## src/source/uart_pkg.sv

```systemverilog
`default_nettype none

package uart_pkg;

    // ************************************************************
    // Memory bus
    // ************************************************************

    // Request from the master; any wstrb bit set marks a write
    typedef struct packed {
        logic        mem_valid;
        logic [31:0] mem_addr;
        logic [31:0] mem_wdata;
        logic [3:0]  mem_wstrb;
    } mem_in_type;

    typedef struct packed {
        logic        mem_ready;
        logic [31:0] mem_rdata;
        logic        mem_error;
    } mem_out_type;

    // ************************************************************
    // Receiver
    // ************************************************************

    // One pulse per received frame
    typedef struct packed {
        logic       valid;
        logic [7:0] data;
        logic       frame_error;
    } rx_event_type;

    // Register map
    localparam logic [31:0] addr_tx_data = 32'd0;
    localparam logic [31:0] addr_rx_data = 32'd4;
    localparam logic [31:0] addr_status = 32'd8;

    localparam logic [31:0] default_clocks_per_bit = 32'd16;

endpackage

`default_nettype wire

```

## src/source/uart_tx.sv

```systemverilog
`timescale 1ns/1ps
`default_nettype none

module uart_tx #(
    parameter int unsigned clocks_per_bit = uart_pkg::default_clocks_per_bit
) (
    input wire clock,
    input wire reset,
    input wire uart_pkg::mem_in_type uart_in,
    output uart_pkg::mem_out_type uart_out,
    output logic tx,
    output logic busy
);

    // State 0 is idle, states 1 to 10 hold the start, data and stop bits
    typedef struct packed {
        logic [3:0]  state;
        logic [9:0]  data;
        logic [31:0] counter;
        logic        ready;
    } register_type;

    register_type r;
    register_type rin;

    always_comb begin
        rin = r;
        rin.counter = r.counter + 32'd1;
        rin.ready = 1'b0;

        case (r.state)
            4'd0: begin
                rin.counter = 32'd0;
                if (uart_in.mem_valid && |uart_in.mem_wstrb) begin
                    rin.data = {1'b1, uart_in.mem_wdata[7:0], 1'b0};
                    rin.state = 4'd1;
                end
            end
            4'd10: begin
                // End of the stop bit releases the stalled write
                if (r.counter == clocks_per_bit - 1) begin
                    rin.counter = 32'd0;
                    rin.state = 4'd0;
                    rin.ready = 1'b1;
                end
            end
            default: begin
                if (r.counter == clocks_per_bit - 1) begin
                    rin.data = {1'b1, r.data[9:1]};
                    rin.state = r.state + 4'd1;
                    rin.counter = 32'd0;
                end
            end
        endcase
    end

    assign uart_out.mem_ready = r.ready;
    assign uart_out.mem_rdata = 32'd0;
    assign uart_out.mem_error = 1'b0;

    assign tx = r.data[0];
    assign busy = (r.state != 4'd0) || r.ready;

    always_ff @(posedge clock) begin
        if (!reset) begin
            r.state <= 4'd0;
            r.data <= 10'h3ff;
            r.counter <= 32'd0;
            r.ready <= 1'b0;
        end else begin
            r <= rin;
        end
    end

endmodule

`default_nettype wire

```

## src/source/uart_rx.sv

```systemverilog
`timescale 1ns/1ps
`default_nettype none

module uart_rx #(
    parameter int unsigned clocks_per_bit = uart_pkg::default_clocks_per_bit
) (
    input wire clock,
    input wire reset,
    input wire rx,
    output uart_pkg::rx_event_type rx_event
);

    typedef enum logic [1:0] {
        s_idle,
        s_start,
        s_data,
        s_stop
    } state_type;

    typedef struct packed {
        state_type              state;
        logic [31:0]            counter;
        logic [2:0]             index;
        logic [7:0]             shift;
        uart_pkg::rx_event_type rx_out;
    } register_type;

    register_type r;
    register_type rin;

    // Bit 0 and 1 form the synchronizer, bit 2 is kept for edge detection
    logic [2:0] rx_pipe;
    logic rx_sync;
    logic rx_prev;

    assign rx_sync = rx_pipe[1];
    assign rx_prev = rx_pipe[2];

    always_ff @(posedge clock) begin
        if (!reset) begin
            rx_pipe <= 3'b111;
        end else begin
            rx_pipe <= {rx_pipe[1:0], rx};
        end
    end

    // ************************************************************
    // Frame FSM
    // ************************************************************

    always_comb begin
        rin = r;
        rin.counter = r.counter + 32'd1;
        rin.rx_out.valid = 1'b0;

        case (r.state)
            s_idle: begin
                rin.counter = 32'd0;
                if (rx_prev && !rx_sync) begin
                    rin.state = s_start;
                end
            end
            s_start: begin
                // A line that is high again at mid-bit was a glitch
                if (r.counter == clocks_per_bit / 2 - 1) begin
                    rin.counter = 32'd0;
                    rin.index = 3'd0;
                    rin.state = rx_sync ? s_idle : s_data;
                end
            end
            s_data: begin
                if (r.counter == clocks_per_bit - 1) begin
                    rin.counter = 32'd0;
                    rin.shift = {rx_sync, r.shift[7:1]};
                    rin.index = r.index + 3'd1;
                    if (r.index == 3'd7) begin
                        rin.state = s_stop;
                    end
                end
            end
            default: begin
                if (r.counter == clocks_per_bit - 1) begin
                    rin.counter = 32'd0;
                    rin.state = s_idle;
                    rin.rx_out.valid = 1'b1;
                    rin.rx_out.data = r.shift;
                    rin.rx_out.frame_error = !rx_sync;
                end
            end
        endcase
    end

    assign rx_event = r.rx_out;

    always_ff @(posedge clock) begin
        if (!reset) begin
            r <= '0;
        end else begin
            r <= rin;
        end
    end

endmodule

`default_nettype wire

```

## src/source/uart_regs.sv

```systemverilog
`timescale 1ns/1ps
`default_nettype none

module uart_regs (
    input wire clock,
    input wire reset,
    input wire uart_pkg::mem_in_type bus_in,
    output uart_pkg::mem_out_type bus_out,
    output uart_pkg::mem_in_type tx_req,
    input wire uart_pkg::mem_out_type tx_rsp,
    input wire tx_busy,
    input wire uart_pkg::rx_event_type rx_event
);

    uart_pkg::mem_out_type local_rsp;
    uart_pkg::mem_out_type local_rsp_next;
    logic is_read;
    logic tx_write;
    logic local_accept;
    logic rd_rx_data;
    logic rd_status;
    logic [7:0] rx_byte;
    logic rx_valid;
    logic overrun;
    logic frame_error;
    logic [31:0] status_word;

    assign is_read = ~|bus_in.mem_wstrb;
    assign tx_write = bus_in.mem_valid && !is_read && bus_in.mem_addr == uart_pkg::addr_tx_data;

    // The request is still held during its ready cycle, so it must not be taken twice
    assign local_accept = bus_in.mem_valid && !tx_write && !local_rsp.mem_ready;

    assign bus_out = tx_rsp.mem_ready ? tx_rsp : local_rsp;

    always_comb begin
        tx_req = bus_in;
        tx_req.mem_valid = tx_write && !bus_out.mem_ready;
    end

    assign status_word = {28'd0, frame_error, overrun, tx_busy, rx_valid};

    // ************************************************************
    // Address decode
    // ************************************************************

    always_comb begin
        local_rsp_next = '0;
        rd_rx_data = 1'b0;
        rd_status = 1'b0;
        if (local_accept) begin
            local_rsp_next.mem_ready = 1'b1;
            case (bus_in.mem_addr)
                uart_pkg::addr_tx_data: begin
                    // Reading the transmit register gives zero
                    local_rsp_next.mem_rdata = 32'd0;
                end
                uart_pkg::addr_rx_data: begin
                    rd_rx_data = is_read;
                    local_rsp_next.mem_rdata = is_read ? {24'd0, rx_byte} : 32'd0;
                end
                uart_pkg::addr_status: begin
                    rd_status = is_read;
                    local_rsp_next.mem_rdata = is_read ? status_word : 32'd0;
                end
                default: begin
                    local_rsp_next.mem_error = 1'b1;
                end
            endcase
        end
    end

    // A new frame wins over a clear in the same cycle
    always_ff @(posedge clock) begin
        if (!reset) begin
            local_rsp <= '0;
            rx_valid <= 1'b0;
            overrun <= 1'b0;
            frame_error <= 1'b0;
        end else begin
            local_rsp <= local_rsp_next;
            rx_valid <= rx_event.valid || (rx_valid && !rd_rx_data);
            overrun <= (rx_event.valid && rx_valid && !rd_rx_data) || (overrun && !rd_status);
            frame_error <= (rx_event.valid && rx_event.frame_error)
                || (frame_error && !rd_status);
        end
    end

    always_ff @(posedge clock) begin
        if (rx_event.valid) begin
            rx_byte <= rx_event.data;
        end
    end

endmodule

`default_nettype wire

```

## src/source/uart_top.sv

```systemverilog
`timescale 1ns/1ps
`default_nettype none

module uart_top #(
    parameter int unsigned clocks_per_bit = uart_pkg::default_clocks_per_bit
) (
    input wire clock,
    input wire reset,
    input wire uart_pkg::mem_in_type bus_in,
    output wire uart_pkg::mem_out_type bus_out,
    output wire tx,
    input wire rx
);

    wire uart_pkg::mem_in_type tx_req;
    wire uart_pkg::mem_out_type tx_rsp;
    wire tx_busy;
    wire uart_pkg::rx_event_type rx_event;

    uart_regs regs (
        .clock(clock),
        .reset(reset),
        .bus_in(bus_in),
        .bus_out(bus_out),
        .tx_req(tx_req),
        .tx_rsp(tx_rsp),
        .tx_busy(tx_busy),
        .rx_event(rx_event)
    );

    uart_tx #(
        .clocks_per_bit(clocks_per_bit)
    ) transmitter (
        .clock(clock),
        .reset(reset),
        .uart_in(tx_req),
        .uart_out(tx_rsp),
        .tx(tx),
        .busy(tx_busy)
    );

    uart_rx #(
        .clocks_per_bit(clocks_per_bit)
    ) receiver (
        .clock(clock),
        .reset(reset),
        .rx(rx),
        .rx_event(rx_event)
    );

endmodule

`default_nettype wire

```

## config.mk

```make
export PLATFORM = sky130hd
export DESIGN_NAME = uart_top
export DESIGN_NICKNAME = d
export VERILOG_FILES = /design/src/source/uart_pkg.sv /design/src/source/uart_tx.sv /design/src/source/uart_rx.sv /design/src/source/uart_regs.sv /design/src/source/uart_top.sv
export SDC_FILE = /design/constraint.sdc
export NUM_CORES = 1
export LEC_CHECK = 0
export BUFFER_PORTS_ARGS = -buffer_cell sky130_fd_sc_hd__buf_2
export CORE_ASPECT_RATIO = 1.5
export CORE_UTILIZATION = 50
export DETAILED_ROUTE_END_ITERATION = 12
export PLACE_DENSITY = 0.77
export SLEW_MARGIN = 30
export SYNTH_ARGS = -nofsm -noshare
export SYNTH_HDL_FRONTEND = slang
export SYNTH_SLANG_ARGS = --single-unit
```

## constraint.sdc

```tcl
create_clock -name clock -period 2.2 [get_ports clock]
set_clock_uncertainty 0.2 [all_clocks]
set_input_delay 0.22 -clock clock [delete_from_list [all_inputs] [get_ports clock]]
set_output_delay 0.22 -clock clock [all_outputs]
set_load 0.02 [all_outputs]
```

# Yosys cells after proc, flatten, opt, wreduce, memory -nomap -nowiden
# Cells that the tools add are included.
# word_totals
elab_cells,110
inputBits,72
regBits,150
out_inout_bits,35
# op_classes
n_bitwise,3
add_sub_neg,4
n_mux,26
n_eq_ne,15
reduce_logical,43
# ops
op,count
$pmux W32 S2,2
$mux W34,3
$pmux W34 S3,1
$eq A32 B4 Y1 const B,3
$add A32 B1 Y32 const B,2
$eq A32 B3 Y1 const B,2
$mux W46,1
$mux W45,1
$mux W37,1
$mux W33,1
$logic_not A32 Y1,1
$pmux W10 S2,1
$mux W14,1
$logic_and A1 B1 Y1,13
$ne A2 B1 Y1 const B,6
$mux W10,1
$reduce_and A3 Y1,3
$mux W4,2
$mux W8,1
$pmux W4 S2,1
$reduce_and A2 Y1,4
$reduce_or A4 Y1,2
$logic_not A1 Y1,7
$mux W2,3
other kinds (17),28

# Longest topological paths before layout
# logic_depth
ltp_word,10
ltp_mapped,8
ltp_nobuf,7

# Cells and area by module
# A second synthesis with hierarchy kept.
# unflattened
cells_unflattened,780
hier_area_um2,6998.0
# by_module_without_submodules
mod,cells_each,n_inst,area_each_um2,seq_area_each_um2
uart_rx,309,1,2792.7,1161.1
uart_tx,293,1,2519.9,940.9
uart_regs,178,1,1685.4,500.5

# Worst setup path after synthesis
# No wires, ideal clock.
# synth_path
path_type,register to register
from,register transmitter.r[1] (netlist bit)
to,register transmitter.r[34] (netlist bit)
slack_ns,0.029
required_time_ns,1.885
path_stages_with_launch,8
arrival_time_ns,1.857
n_path_buf,1
setup_ns,0.115
synth_period_minus_slack_ns,2.171
cell_sequence,dfxtp_1 > ha_1 > and3_1 > nand4_1 > or4_1 > buf_2 > o32a_1 > o21a_1
# synth_via
elab_chain_cells,3
# synth_rtl
item,line_no,text
"start, declared",uart_tx.sv:23,register_type r;
"start signal, assigned",uart_tx.sv:71,r <= rin;
$eq A32 B4 Y1,uart_tx.sv:48,if (r.counter == clocks_per_bit - 1) begin
$reduce_bool A2 Y1 (no source line),--,
$reduce_and A3 Y1 (no source line),--,
# No other way between the ends.
# A chain may end at the register's enable or synchronous reset.

# Final worst setup path
# layout_path
from,register transmitter.r[43] (netlist bit)
to,register transmitter.r[37] (netlist bit)
# layout_via
elab_chain_cells,3
word_cells_on_any_way,7
classes_between,eq/ne: 2; mux: 1; bitwise: 1; reduce/logical: 3
# layout_rtl
item,line_no,text
$logic_not A4 Y1 / $eq A4 B4 Y1 (equally long branches),uart_tx.sv:31,case (r.state)
"$ne A2 B1 Y1 (no source line), or another cell as far along",--,
$reduce_and A3 Y1 (no source line),--,
# Parallel ways exist; a longest one is shown, timed or not.

==> results.yml <==
status:
  outcome: "complete, no violations"
floorplanning:
  die_width_um: 90.4
  start_util: 0.510
  rows: 48
  die_area_sq_mm: 0.0122
  num_io_pins: 107
  die-height_um: 135
  core-area_sq_mm: 0.0115
place:
  dp.cells: 882
  portBuffers: 58
  dp_slack_ns: -0.114
  gp_congestion: 0.846
  dp_hpwl_um: 9230
  placed_cell_area_sq_mm: 0.00657
clock_network:
  cts_made_buffers: 17
  cts_buffer_depth: 2
  clk_pin_slew_worst_paths_ns: 0.06
  htreeDepth: 4
  cts_root_buffer: "clkbuf_16"
  clock-sinks: 126
  cts_tree: "built"
  clock_latency_ns: 0.41
pwr:
  leakage_nw: 2.89
  p_per_area_mw_per_mm2: 701
  report.power.total_mw: 5.26
  peakVddDrop_v: 0.000503
yosys:
  postSynthCellCount: 644
  synth_edf_count: 8
  synth-async-reset-ratio: 0
  syn_area_sq_mm: 0.00586
  synth_ff_type: "dfxtp_1"
  yosys_warnings: 0
  ys_seq_area_frac: 0.444
  ys_types: 54
  postSynthAreaPerCell_sq_um: 9.09
  ys_ff_latch: 126
global_routing:
  grt_overflow: 0
  grt_pass1_wl_um: 21800
  grt_usage: 0.221
  grt_pass1_vias: 5004
  grt_max_degree: 33
  antenna_found_initial: 0
finish:
  post-route-cell-area_sq_mm: 0.00750
  fillers: 874
  area_growth_pct: 28.0
  drive_gt1_frac: 0.255
  final_cells: 934
  utilization: 0.653
  diodes: 0
  fin_nets: 855
timing:
  setup_violations: 0
  worst_slew_pin_slew_ns: 0.660
  rsz0062_at_grt: "yes"
  max_freq_ghz: 0.461
  holdWs_ns: 0.0577
  finalWorstSetupSlack_ns: 0.0301
  fin_crit_sh: 0.986
  drv_slew: 0
  slew_headroom: 0.554
  hold_violations: 0
  tns_ns: 0
  period_minus_slack_ns: 2.17
critical_path:
  arrival_ns: 2.27
  cp_max_fo: 6
  path_class: "register to register"
  critPathRequiredTime_ns: 2.30
  start_kind: "register"
  cp-end-kind: "register"
flow_run:
  drv_cap: 0
routing:
  initialDrtViolationCount: 250
  vias_per_cell: 5.48
  dr.pass1.iters: 5
  drtAntennaViolNets: 0
  wl_um: 13400
  drc_errors: 0
  routedWlPerCell_um: 14.3
  vias: 5117
min_path:
  holdCritPathClass: "input port to register"
[registers in the layout, indices dropped and copies added (netlist names)]
register              flops
receiver.r               45
transmitter.r            45
receiver.rx_event        10
regs.local_rsp           10
regs.rx_byte              8
receiver.rx_pipe          3
regs.frame_error          1
regs.overrun              1
regs.rx_valid             1
transmitter.tx            1
transmitter.uart_out      1
[cell usage after synthesis (all sizes together) (5+ instances only)]
cell,number,share of area
xor2,17,0.025
o32a,6,0.010
o21a,8,0.010
nor2,98,0.063
and3,11,0.012
edfxtp,8,0.041
ha,12,0.026
dfxtp,118,0.40
a21oi,7,0.0060
xnor2,40,0.060
or3,6,0.0064
nand4,19,0.026
nand2,36,0.023
and4,15,0.023
clkbuf,19,0.012
o21ai,11,0.0094
mux2i,21,0.036
buf,31,0.038
nand2b,5,0.0053
and2,8,0.0085
inv,16,0.010
nor3,13,0.011
nand3,31,0.026
nor2b,12,0.013
nor4,38,0.043
[layout make-up]
cell class                      count  area [sq um]  share of cell area
Clock buffer                       17           425              0.0568
Clock inverter                     15           126              0.0169
Inverter                           16          60.1             0.00801
Multi-Input combinational cell    475          3160               0.421
Sequential cell                   126          2610               0.348
Tap cell                          150           188              0.0250
Timing Repair Buffer              135           931               0.124
[path summary, 6_finish.rpt]
check	startpoint	end	slack, ns	cells past startpoint
setup / recovery	transmitter.r[43]	transmitter.r[37]	0.03	8
setup reg to reg	transmitter.r[43]	transmitter.r[37]	0.03	8
hold reg to reg	receiver.rx_pipe[0]	receiver.rx_pipe[1]	0.20	1
hold / removal	bus_in[68]	regs.local_rsp[33]	0.06	4
[layer usage]
layer | track usage | wire, um | share of wire
met5 | 0 | 0 | 0
met4 | 0.115 | 455 | 0.034
met3 | 0.0563 | 536 | 0.040
met2 | 0.420 | 7300 | 0.55
met1 | 0.221 | 5080 | 0.38
[cell families (layout without fill, tap and decap cells)]
kind of cell / Yosys count / in the layout / share of synthesized area
other: 1 / 24 / 0.000640
buffers and inverters: 66 / 183 / 0.0603
xor gates and xnor gates: 57 / 57 / 0.0853
muxes: 21 / 21 / 0.0359
and+or+nand+nor: 311 / 311 / 0.287
adders and majority gates: 12 / 12 / 0.0256
DFF: 126 / 126 / 0.444
AOI/OAI and AO/OA: 50 / 50 / 0.0607
[worst max-delay path, cell delays in order, from the launching register on]
cell and delay, ns:
dfxtp_2 0.32, inv_2 0.07, ha_4 0.13, or4b_4 0.48
nor2_4 0.11, nand4_1 0.14, buf_6 0.20, o32a_1 0.29
o21a_1 0.12
[cells in the final DEF, fill, tap and decap left out, types with 7 or more instances in the layout]
master / n
and4_1: 12
buf_4: 59
nor4_1: 25
o21ai_0: 11
o21a_1: 8
and2_1: 7
inv_6: 7
nand3_1: 30
nor3_1: 13
mux2i_1: 21
inv_1: 14
xnor2_1: 40
and3_1: 10
nand4_1: 16
nand2_1: 35
dfxtp_1: 112
ha_1: 10
dlygate4sd3_1: 13
buf_2: 59
nor2b_1: 12
xor2_1: 17
nor2_1: 97
clkbuf_16: 17
edfxtp_1: 8
nor4_2: 9
conb_1: 24
[power breakdown]
group	leakage, nW	total (mW)	switching (mW)	internal [mW]
Clock	0.264	2.57	1.10	1.47
Combinational	1.60	0.352	0.202	0.150
Sequential	1.03	2.34	0.0182	2.32
[timing repair]
action                     in CTS  in global routing
gates cloned                    1                  0
resized for setup              17                 25
hold endpoints to repair       13                  0
buffers inserted                3                  3
hold buffers                   13                  0
pin swaps                       4                 17
setup endpoints to repair      11                 64
Power figures use the tool's default switching activity.
